===== src/verilog/mpf_cfg.svh =====
// ====================
// MPF shim configuration
// Sizes and build options shared by the request path
// ====================

`ifndef MPF_CFG_SVH
`define MPF_CFG_SVH

// Width of the line address carried on both request channels
`define MPF_ADDR_BITS 32

// Width of the line data carried by a write request
`define MPF_DATA_BITS 64

// Width of the running request tag stamped by the output stage
`define MPF_TAG_BITS 8

// The AFU sees almost-full while this many or fewer FIFO slots are free.
// It may still send up to this many requests after almost-full rises
`define MPF_ALM_FULL_THRESHOLD 4

// Nonzero lets an arriving read skip an empty channel 0 FIFO.
// Channel 1 never bypasses because a mux on the line data costs too much
`define MPF_C0_BYPASS 0

`endif

===== src/verilog/mpf_pkg.sv =====
// ====================
// MPF request types
// Opcodes, channel identifiers and request structs
// ====================

`include "mpf_cfg.svh"

`default_nettype none

package mpf_pkg;

    // Opcode of a request issued toward the FIU
    typedef enum logic
    {
        REQ_RD = 1'b0,
        REQ_WR = 1'b1
    } t_mpf_req_op;

    // Identifies one of the two AFU request channels
    typedef enum logic
    {
        CHAN_C0 = 1'b0,
        CHAN_C1 = 1'b1
    } t_mpf_chan;

    // Read request header on channel 0
    typedef struct packed
    {
        logic [`MPF_ADDR_BITS-1:0] addr;
    } t_mpf_c0_req;

    // Write request on channel 1, header plus one line of data
    typedef struct packed
    {
        logic [`MPF_ADDR_BITS-1:0] addr;
        logic [`MPF_DATA_BITS-1:0] data;
    } t_mpf_c1_req;

    // Merged request toward the FIU.
    // The data field is zero for reads
    typedef struct packed
    {
        t_mpf_req_op               op;
        logic [`MPF_ADDR_BITS-1:0] addr;
        logic [`MPF_DATA_BITS-1:0] data;
        logic [`MPF_TAG_BITS-1:0]  tag;
    } t_mpf_fiu_req;

endpackage

`default_nettype wire


===== src/verilog/mpf_shim_top.sv =====
// ====================
// MPF request path top
// Buffer, arbiter and output stage between the AFU and the FIU
// ====================

`include "mpf_cfg.svh"

`timescale 1ns/1ps
`default_nettype none

module mpf_shim_top
    import mpf_pkg::*;
(
    input  logic         clk,
    input  logic         arst_n,

    // AFU request channels
    input  logic         c0_valid,
    input  t_mpf_c0_req  c0_req,
    output logic         c0_alm_full,
    input  logic         c1_valid,
    input  t_mpf_c1_req  c1_req,
    output logic         c1_alm_full,

    // FIU request channel
    input  logic         fiu_alm_full,
    output logic         fiu_tx_valid,
    output t_mpf_fiu_req fiu_tx
);

    // Buffered heads and their dequeues
    logic         c0_head_valid;
    t_mpf_c0_req  c0_head;
    logic         c1_head_valid;
    t_mpf_c1_req  c1_head;
    logic         c0_deq;
    logic         c1_deq;

    // Winning request before the output register
    logic         grant_valid;
    t_mpf_fiu_req grant_req;

    mpf_shim_buffer_afu #(.ENABLE_C0_BYPASS(`MPF_C0_BYPASS)) buf_i
    (
        .clk, .arst_n,
        .c0_valid, .c0_req, .c0_alm_full,
        .c1_valid, .c1_req, .c1_alm_full,
        .c0_head_valid, .c0_head, .c1_head_valid, .c1_head,
        .c0_deq, .c1_deq
    );

    mpf_tx_arbiter arb_i
    (
        .clk, .arst_n,
        .c0_head_valid, .c0_head, .c1_head_valid, .c1_head,
        .c0_deq, .c1_deq,
        .fiu_alm_full,
        .grant_valid, .grant_req
    );

    mpf_fiu_tx_stage tx_i
    (
        .clk, .arst_n,
        .grant_valid, .grant_req,
        .fiu_tx_valid, .fiu_tx
    );

endmodule

`default_nettype wire


===== src/verilog/mpf_fiu_tx_stage.sv =====
// ====================
// FIU output stage
// Registers the granted request and stamps the running tag
// ====================

`include "mpf_cfg.svh"

`timescale 1ns/1ps
`default_nettype none

module mpf_fiu_tx_stage
    import mpf_pkg::*;
(
    input  logic         clk,
    input  logic         arst_n,

    input  logic         grant_valid,
    input  t_mpf_fiu_req grant_req,

    // One-cycle strobe, the FIU applies no back-pressure
    output logic         fiu_tx_valid,
    output t_mpf_fiu_req fiu_tx
);

    // Counts issued requests and wraps naturally at the tag width.
    // Responses are matched against this value later
    logic [`MPF_TAG_BITS-1:0] tag_cnt;

    // ====================
    // Control
    // ====================

    always_ff @(posedge clk or negedge arst_n)
    begin
        if (!arst_n)
        begin
            fiu_tx_valid <= 1'b0;
            tag_cnt      <= '0;
        end
        else
        begin
            fiu_tx_valid <= grant_valid;
            if (grant_valid)
                tag_cnt <= tag_cnt + 1'b1;
        end
    end

    // Payload only loads on a grant and is qualified by fiu_tx_valid
    always_ff @(posedge clk)
    begin
        if (grant_valid)
        begin
            fiu_tx     <= grant_req;
            fiu_tx.tag <= tag_cnt;
        end
    end

endmodule

`default_nettype wire


===== src/verilog/mpf_tx_arbiter.sv =====
// ====================
// Request arbiter
// Round-robin pick between the two buffered heads toward the FIU
// ====================

`timescale 1ns/1ps
`default_nettype none

module mpf_tx_arbiter
    import mpf_pkg::*;
(
    input  logic         clk,
    input  logic         arst_n,

    input  logic         c0_head_valid,
    input  t_mpf_c0_req  c0_head,
    input  logic         c1_head_valid,
    input  t_mpf_c1_req  c1_head,

    // Dequeues answer the heads in the same cycle
    output logic         c0_deq,
    output logic         c1_deq,

    input  logic         fiu_alm_full,

    output logic         grant_valid,
    output t_mpf_fiu_req grant_req
);

    // Channel that won the most recent grant
    t_mpf_chan last_grant;

    logic pick_c0;
    logic pick_c1;

    // ====================
    // Grant selection
    // ====================

    always_comb
    begin
        pick_c0 = 1'b0;
        pick_c1 = 1'b0;

        // Nothing leaves while the FIU is near full
        if (!fiu_alm_full)
        begin
            if (c0_head_valid && c1_head_valid)
            begin
                // Both waiting, so the channel that lost last time wins
                pick_c1 = (last_grant == CHAN_C0);
                pick_c0 = (last_grant == CHAN_C1);
            end
            else
            begin
                pick_c0 = c0_head_valid;
                pick_c1 = c1_head_valid;
            end
        end
    end

    // Reset state points at channel 1 so channel 0 wins the first contest
    always_ff @(posedge clk or negedge arst_n)
    begin
        if (!arst_n)
            last_grant <= CHAN_C1;
        else if (pick_c0)
            last_grant <= CHAN_C0;
        else if (pick_c1)
            last_grant <= CHAN_C1;
    end

    assign c0_deq      = pick_c0;
    assign c1_deq      = pick_c1;
    assign grant_valid = pick_c0 || pick_c1;

    // ====================
    // Request formation
    // ====================

    // The tag stays zero here and is filled in by the output stage
    always_comb
    begin
        grant_req = '0;
        if (pick_c1)
        begin
            grant_req.op   = REQ_WR;
            grant_req.addr = c1_head.addr;
            grant_req.data = c1_head.data;
        end
        else
        begin
            grant_req.op   = REQ_RD;
            grant_req.addr = c0_head.addr;
        end
    end

endmodule

`default_nettype wire


===== src/verilog/mpf_shim_buffer_afu.sv =====
// ====================
// AFU-side request buffer
// One FIFO per channel with explicit dequeue and an optional C0 bypass
// ====================

`include "mpf_cfg.svh"

`timescale 1ns/1ps
`default_nettype none

module mpf_shim_buffer_afu
    import mpf_pkg::*;
#(
    parameter int ENABLE_C0_BYPASS = `MPF_C0_BYPASS
)
(
    input  logic        clk,
    input  logic        arst_n,

    // Raw strobes from the AFU
    input  logic        c0_valid,
    input  t_mpf_c0_req c0_req,
    output logic        c0_alm_full,
    input  logic        c1_valid,
    input  t_mpf_c1_req c1_req,
    output logic        c1_alm_full,

    // Buffered heads toward the arbiter
    output logic        c0_head_valid,
    output t_mpf_c0_req c0_head,
    output logic        c1_head_valid,
    output t_mpf_c1_req c1_head,

    // A head stays in place until one of these removes it
    input  logic        c0_deq,
    input  logic        c1_deq
);

    localparam int THRESHOLD = `MPF_ALM_FULL_THRESHOLD;

    // Two spare slots beyond the AFU slack keep the almost-full path short
    localparam int N_ENTRIES = THRESHOLD + 2;

    // ====================
    // Channel 0 reads
    // ====================

    t_mpf_c0_req c0_fifo_first;
    logic        c0_fifo_not_empty;
    logic        c0_fifo_enq;
    logic        c0_fifo_deq;

    generate
        if (ENABLE_C0_BYPASS == 0)
        begin : g_c0_nb
            // Every read passes through the FIFO
            assign c0_head       = c0_fifo_first;
            assign c0_head_valid = c0_fifo_not_empty;
            assign c0_fifo_enq   = c0_valid;
            assign c0_fifo_deq   = c0_deq;
        end
        else
        begin : g_c0_b
            // With an empty FIFO the arriving read is offered directly
            assign c0_head       = c0_fifo_not_empty ? c0_fifo_first : c0_req;
            assign c0_head_valid = c0_fifo_not_empty || c0_valid;

            // A bypassed read that was taken this cycle never enters the FIFO
            assign c0_fifo_enq   = c0_valid && (c0_fifo_not_empty || !c0_deq);
            assign c0_fifo_deq   = c0_deq && c0_fifo_not_empty;
        end
    endgenerate

    mpf_fifo_lutram
    #(
        .N_DATA_BITS ($bits(t_mpf_c0_req)),
        .N_ENTRIES   (N_ENTRIES),
        .THRESHOLD   (THRESHOLD)
    )
    c0_fifo
    (
        .clk         (clk),
        .arst_n      (arst_n),
        .enq_data    (c0_req),
        .enq_en      (c0_fifo_enq),
        .almost_full (c0_alm_full),
        .first       (c0_fifo_first),
        .deq_en      (c0_fifo_deq),
        .not_empty   (c0_fifo_not_empty)
    );

    // ====================
    // Channel 1 writes
    // ====================

    // Same scheme as channel 0 but always through the FIFO
    mpf_fifo_lutram
    #(
        .N_DATA_BITS ($bits(t_mpf_c1_req)),
        .N_ENTRIES   (N_ENTRIES),
        .THRESHOLD   (THRESHOLD)
    )
    c1_fifo
    (
        .clk         (clk),
        .arst_n      (arst_n),
        .enq_data    (c1_req),
        .enq_en      (c1_valid),
        .almost_full (c1_alm_full),
        .first       (c1_head),
        .deq_en      (c1_deq),
        .not_empty   (c1_head_valid)
    );

endmodule

`default_nettype wire


===== src/verilog/mpf_fifo_lutram.sv =====
// ====================
// MPF LUTRAM FIFO
// Circular buffer with a first-word head and an almost-full threshold
// ====================

`timescale 1ns/1ps
`default_nettype none

module mpf_fifo_lutram
#(
    parameter int N_DATA_BITS = 32,
    parameter int N_ENTRIES   = 6,
    parameter int THRESHOLD   = 4
)
(
    input  logic                   clk,
    input  logic                   arst_n,

    input  logic [N_DATA_BITS-1:0] enq_data,
    input  logic                   enq_en,
    output logic                   almost_full,

    output logic [N_DATA_BITS-1:0] first,
    input  logic                   deq_en,
    output logic                   not_empty
);

    localparam int PTR_BITS = (N_ENTRIES > 1) ? $clog2(N_ENTRIES) : 1;
    localparam int CNT_BITS = $clog2(N_ENTRIES + 1);

    // Occupancy at which the free slots drop to THRESHOLD
    localparam int AF_LEVEL = N_ENTRIES - THRESHOLD;

    logic [N_DATA_BITS-1:0] mem [N_ENTRIES];
    logic [PTR_BITS-1:0]    wr_ptr;
    logic [PTR_BITS-1:0]    rd_ptr;
    logic [CNT_BITS-1:0]    count;

    // Pointers wrap at N_ENTRIES, which need not be a power of two
    function automatic logic [PTR_BITS-1:0] next_ptr(input logic [PTR_BITS-1:0] p);
        if (p == PTR_BITS'(N_ENTRIES - 1))
            return '0;
        return p + 1'b1;
    endfunction

    // Storage is written at the write pointer on every enqueue
    always_ff @(posedge clk)
    begin
        if (enq_en)
            mem[wr_ptr] <= enq_data;
    end

    always_ff @(posedge clk or negedge arst_n)
    begin
        if (!arst_n)
        begin
            wr_ptr <= '0;
            rd_ptr <= '0;
            count  <= '0;
        end
        else
        begin
            if (enq_en)
                wr_ptr <= next_ptr(wr_ptr);
            if (deq_en)
                rd_ptr <= next_ptr(rd_ptr);

            // Simultaneous enq and deq leave the occupancy unchanged
            case ({enq_en, deq_en})
                2'b10:   count <= count + 1'b1;
                2'b01:   count <= count - 1'b1;
                default: count <= count;
            endcase
        end
    end

    // The head is shown combinationally so a consumer can look before it dequeues
    assign first       = mem[rd_ptr];
    assign not_empty   = (count != '0);
    assign almost_full = (count >= CNT_BITS'(AF_LEVEL));

endmodule

`default_nettype wire


===== config.mk =====
export PLATFORM = sky130hd
export DESIGN_NAME = mpf_shim_top
export DESIGN_NICKNAME = d
export VERILOG_FILES = /design/src/verilog/mpf_pkg.sv /design/src/verilog/mpf_shim_top.sv /design/src/verilog/mpf_fiu_tx_stage.sv /design/src/verilog/mpf_tx_arbiter.sv /design/src/verilog/mpf_shim_buffer_afu.sv /design/src/verilog/mpf_fifo_lutram.sv
export VERILOG_INCLUDE_DIRS = /design/src /design/src/verilog
export SDC_FILE = /design/constraint.sdc
export NUM_CORES = 1
export LEC_CHECK = 0
export BUFFER_PORTS_ARGS = -buffer_cell sky130_fd_sc_hd__buf_4
export CAP_MARGIN = 20
export CORE_ASPECT_RATIO = 1.2
export CORE_MARGIN = 2
export CORE_UTILIZATION = 60
export CTS_BUF_LIST = sky130_fd_sc_hd__clkbuf_8
export DETAILED_ROUTE_END_ITERATION = 6
export PLACE_DENSITY = 0.82
export SYNTH_ARGS = -nofsm -noshare
export SYNTH_HDL_FRONTEND = slang
export SYNTH_SLANG_ARGS = --single-unit

===== constraint.sdc =====
create_clock -name clk -period 35.7 [get_ports clk]
set_clock_uncertainty 0.1 [all_clocks]
set_input_delay 7.14 -clock clk [delete_from_list [all_inputs] [get_ports clk]]
set_output_delay 7.14 -clock clk [all_outputs]
set_load 0.01 [all_outputs]

Word-level counts from Yosys, hierarchy flattened
Memory sizes are Yosys's and may differ from the RTL's.
Index checks and enable logic that the tools add are counted.

operators by class
  div/mod/pow operators = 0
  eq/ne operators = 8
  multipliers = 0
  magnitude comparators = 2
  shift-type cells = 0
  add/sub/neg operators = 9
  muxes and demuxes = 29
  bitwise operators = 1
  reductions and logical operators = 7

operators with widths
  cell                                                                    count
  33-bit 2-to-1 mux                                                       1
  3-bit 2-to-1 mux                                                        8
  3-bit by 1-bit adder with 3-bit output (second input constant)          6
  1-bit 2-to-1 mux                                                        18
  3-bit == test (second input constant)                                   4
  3-bit one-hot mux with 2 select lines                                   2
  8-bit by 1-bit adder with 8-bit output (second input constant)          1
  3-bit by 2-bit >= comparator with 1-bit output (second input constant)  2
  2-bit nonzero test                                                      3
  3-bit nonzero test                                                      2
  3-bit by 1-bit subtractor with 3-bit output (second input constant)     2
  2-bit by 1-bit == test with 1-bit output (second input constant)        2
  2-bit == test (second input constant)                                   2
  1-bit logical AND                                                       1
  1-bit logical OR                                                        1
  1-bit NOT                                                               1

storage, ports and cells
  flip-flop bits (word level) = 133
  word-level logic and storage cells = 71
  RAM bits = 768
  memory bits (read-only) = 0
  output and inout bits = 108
  memories = 2
  bits in latches = 0

memory list
  memory             depth  width  rd ports  clocked after memory_dff  wr ports  RTL line               text
  buf_i.c1_fifo.mem  6      96     1         0                         1         mpf_fifo_lutram.sv:34  logic [N_DATA_BITS-1:0] mem [N_ENTRIES];
  buf_i.c0_fifo.mem  6      32     1         0                         1         mpf_fifo_lutram.sv:34

Longest topological paths before layout
  depth in word-level cells = 6
  gate-level depth with buffers = 11
  mapped depth without buffers = 9

By module
A second synthesis with hierarchy kept.

unflattened totals
  cell total of the unflattened synthesis = 1839
  area, all modules = 35087.4 sq um

modules (own cells, without submodules)
  module                            seq. area each (sq um)  instances  cells an instance  area each (sq um)
  mpf_fifo_lutram at buf_i.c1_fifo  17521.8                 1          1164               22586.7
  mpf_fifo_lutram at buf_i.c0_fifo  5990.7                  1          416                7973.9
  mpf_fiu_tx_stage                  3378.2                  1          132                3515.9
  mpf_tx_arbiter                    26.3                    1          127                1011.0

Worst setup path before layout
No wires, ideal clock.

  kind = input-to-reg
  from = input c1_valid
  to = memory buf_i.c1_fifo.mem[2][0] (netlist bit) (enable)
  stages = 2
  path buffers = 0
  setup slack = 17.728 ns
  arrival = 17.051 ns
  data required time = 34.779 ns
  library setup time = 0.821 ns
  cells stage by stage = inv_1 > nor4b_1

between the ends
  word-level cells in the longest chain between the ends = 2

RTL lines
  element                                 RTL line               text
  start, declared                         mpf_shim_top.sv:21     input logic c1_valid,
  1-bit 2-to-1 mux                        mpf_fifo_lutram.sv:49  if (enq_en)
  1-bit 2-to-1 mux (implied by the code)  mpf_fifo_lutram.sv:50  mem[wr_ptr] <= enq_data;
  end, declared                           mpf_fifo_lutram.sv:34

No other way between the ends.

Worst setup path after layout
  from = input fiu_alm_full
  to = register buf_i.c1_fifo.count[2]

between the ends
  word-level cells in the longest chain between the ends = 3
  elaborated cells on any way between the ends = 5

RTL lines
  element                                                                      RTL line               text
  start, declared                                                              mpf_shim_top.sv:26     input logic fiu_alm_full,
  1-bit 2-to-1 mux *                                                           mpf_tx_arbiter.sv:46   if (!fiu_alm_full)
  2-bit by 1-bit == test with 1-bit output or 2-bit == test (tied branches)    mpf_fifo_lutram.sv:69  case ({enq_en, deq_en})
  3-bit one-hot mux with 2 select lines or 2-bit nonzero test (tied branches)  n/a
  end signal, assigned                                                         mpf_fifo_lutram.sv:70  2'b10: count <= count + 1'b1;
  end signal, assigned                                                         mpf_fifo_lutram.sv:71  2'b01: count <= count - 1'b1;
  end signal, assigned                                                         mpf_fifo_lutram.sv:72  default: count <= count;
  end, declared                                                                mpf_fifo_lutram.sv:37  logic [CNT_BITS-1:0] count;

Mark *: on every way between the ends. The rest lies on a longest branch, timed or not.
A chain may end at the register's enable or synchronous reset.

==> results.py <==
metrics = {
    "setup_path": {
        "critPathTopFamily": "buffers and inverters",
        "crit_required_ns": 36.30,
        "crit_buf_inv": 4,
        "crit_chain": "buf_4, a211o_4, inv_2, buf_4, ha_1, inv_1, fa_1, xor2_1, nor2_1, xor2_1",
        "slowest_stage": "buf_4",
        "crit_path_start": "fiu_alm_full",
        "crit_arrival_ns": 9.51,
        "r2r_start": "buf_i.c1_fifo.rd_ptr[1]",
        "startpoint_type": "input pin",
        "crit_path_max_incr_delay_ns": 0.59,
        "crit_cells": 10,
        "crit_path_end_kind": "flop",
        "cp_max_fo": 68,
        "rr_worst_depth": 6,
        "criticalPathCategory": "input pin to flop",
    },
    "final_layout": {
        "drive_above_1_share_pct": 32.1,
        "area_delta_synth_final_pct": 14.9,
        "final_nets": 2095,
        "final_common_cell": "edfxtp_1",
        "most-common-layout-cells": "edfxtp_1, buf_4, clkbuf_8",
        "fin_area_um2": 39000,
        "instances_no_fill": 2793,
    },
    "synth": {
        "netlist_area_um2": 33900,
        "syn-num-nets": 1774,
        "synth-seq-cells": 901,
        "synth_edf_count": 873,
        "synthArstFlopShare_pct": 3.11,
        "synth_area_leaders": "edfxtp_1, mux4_2, mux2i_1",
        "synth_top_flop_cell": "edfxtp_1",
        "synth_cell_types": 47,
        "ys_seq_area_share_pct": 79.3,
        "yosysTopAreaCell": "edfxtp_1",
        "synthCells": 1636,
        "synth_top_area_share_pct": 77.3,
        "avgSynthCellArea_um2": 20.7,
        "yosysWarnings": 0,
    },
    "min_path": {
        "hold_depth": 0,
        "hp-start": "tx_i.tag_cnt[7]",
        "hold_class": "flop to flop",
    },
    "run_status": {
        "status": "finished, final reports clean",
    },
    "power": {
        "seqPwrFrac_pct": 48.1,
        "power_mw": 3.09,
        "clockPowerShare_pct": 24.6,
        "cellLeakagePower_nw": 13.5,
        "internal_power_mw": 2.15,
        "p_comb_share_pct": 27.3,
        "vdd_drop_max_v": 0.000101,
        "p_switching_mw": 0.941,
        "p_sw_share_pct": 30.5,
        "p_per_area_nw_per_um2": 79.2,
    },
    "sta": {
        "clock.fmax_mhz": 112,
        "slew_headroom_pct": 29.9,
        "slew_viol_final": 0,
        "min_period_over_period_pct": 25.0,
        "hold_viol_final": 0,
        "setup_viol": 0,
        "holdWs_ns": 0.390,
        "tns_ns": 0,
        "timing.final.crit_period_ns": 8.91,
        "tightest_slew_ns": 1.05,
        "grt_setup_unrepaired": "false",
    },
    "floorplanning": {
        "core.rowCount": 95,
        "ios": 241,
        "coreArea_um2": 56000,
        "dieArea_um2": 58500,
        "die_x_um": 221,
        "die_y_um": 265,
        "start_util_pct": 60.6,
    },
    "grt": {
        "grt.overflow.total": 0,
        "grt_pass1_vias": 17400,
        "grt_usage_pct": 23.4,
        "antenna_found_initial": 12,
        "grt_pass1_wl_mm": 102,
        "grt_max_degree": 100,
    },
    "routing": {
        "vias": 16700,
        "wl_mm": 67.6,
        "dr.pass1.iters": 5,
        "drc": 0,
        "drt-initial-drc-count": 1593,
        "ant_nets": 0,
        "vias_per_cell": 5.99,
        "wire_per_inst_um": 24.2,
    },
    "cts": {
        "cts_made_buffers": 137,
        "cts_max_level": 4,
        "postCtsSetupRepairBufs": 0,
        "cts-resized-gates": 0,
        "cts-root-buf": "clkbuf_8",
        "clock_sinks": 901,
        "holdBufCountCts": 0,
        "cts_max_path_buffers": 3,
        "clk_pin_slew_ns": 0.06,
        "cts_tree": "yes",
        "clk_latency_ns": 0.78,
    },
    "placed_design": {
        "gp_congestion": 0.780,
        "dp.cells": 2544,
        "numPortBuffers": 240,
        "hpwl_mm": 38.1,
        "postPlaceCellArea_um2": 36500,
    },
    "flow_run": {
        "max_cap_viol_count": 0,
    },
}
[per-stage QoR]
step,utilization [%],setup slack (ns)
detailed placement,65.2,25.98
CTS,69.6,26.72
floorplan,-,17.73
global route,69.7,26.72
global placement,65.2,26.01
finish,69.7,26.79
[cells in the mapped netlist, types with 3 or more instances]
cell type,n
a211oi_1,33
a221o_1,31
mux2_1,7
a21oi_1,32
mux4_2,87
nor2_1,97
xor2_1,8
xnor2_1,9
dfrtp_1,27
buf_6,7
edfxtp_1,873
clkbuf_1,22
a21o_1,4
o22ai_1,32
o21ai_0,3
nand2_1,8
nand4_1,5
a22o_1,9
nor3_1,5
mux2i_1,129
mux2_2,69
buf_2,40
and3_1,4
inv_1,9
ha_1,3
buf_4,10
buf_1,8
a211oi_2,40
[worst paths after layout]
| check | end | slack, ns |
|---|---|---|
| min in group asynchronous | buf_i.c0_fifo.rd_ptr[2] | 6.19 |
| max reg2reg | tx_i.fiu_tx[73] | 32.21 |
| max in group asynchronous | buf_i.c1_fifo.rd_ptr[1] | 28.98 |
| max | buf_i.c1_fifo.count[2] | 26.79 |
| min | tx_i.fiu_tx[7] | 0.39 |
| min reg2reg | tx_i.fiu_tx[7] | 0.39 |
[routing by layer]
| metal | GRT usage, % | vias to the layer above | share of wire, % |
|---|---|---|---|
| li1 | - | 7367 | - |
| met1 | 29.6 | 8600 | 38 |
| met5 | 0 | - | 0.13 |
| met2 | 38.5 | 635 | 52 |
| met4 | 8.87 | 14 | 2.2 |
| met3 | 6.86 | 120 | 7.6 |
[flip-flops by register name, summed over array words and instances, names as in the netlist]
signal / flops
buf_i.c1_fifo.wr_ptr: 3
tx_i.fiu_tx_valid: 1
buf_i.c0_fifo.wr_ptr: 3
buf_i.c1_fifo.rd_ptr: 3
buf_i.c1_fifo.count: 3
tx_i.tag_cnt: 8
buf_i.c0_fifo.mem: 192
buf_i.c1_fifo.mem: 576
buf_i.c0_fifo.rd_ptr: 3
arb_i.last_grant: 1
buf_i.c0_fifo.count: 3
tx_i.fiu_tx: 105
[power groups by stage]
stage,Sequential [mW],Combinational [mW],Clock (mW)
floorplan,1.50,0.589,0
global placement,1.51,0.822,0
detailed placement,1.52,0.841,0
CTS,1.50,0.845,0.776
global route,1.50,0.908,0.819
finish,1.49,0.843,0.760
[cell families after synthesis]
family          after synthesis  synth area share, %
compound gates              190                 4.69
xor+xnor                     17                0.439
fa+ha+maj                     5                0.229
buf+inv                      97                 1.49
flops                       901                 79.3
mux                         292                 12.1
simple gates                134                 1.73
[layout make-up]
cell class              count  area (um^2)
flip-flops and latches    901        26900
fillers                  3393        17000
multi-input cells         638         6610
repair buffers            269         2040
clock buffers             146         2010
well taps                 727          910
clock inverters            97          439
inverters                  10         37.5
diodes                      5         12.5
Note: power is estimated with default switching activity, not from simulation.
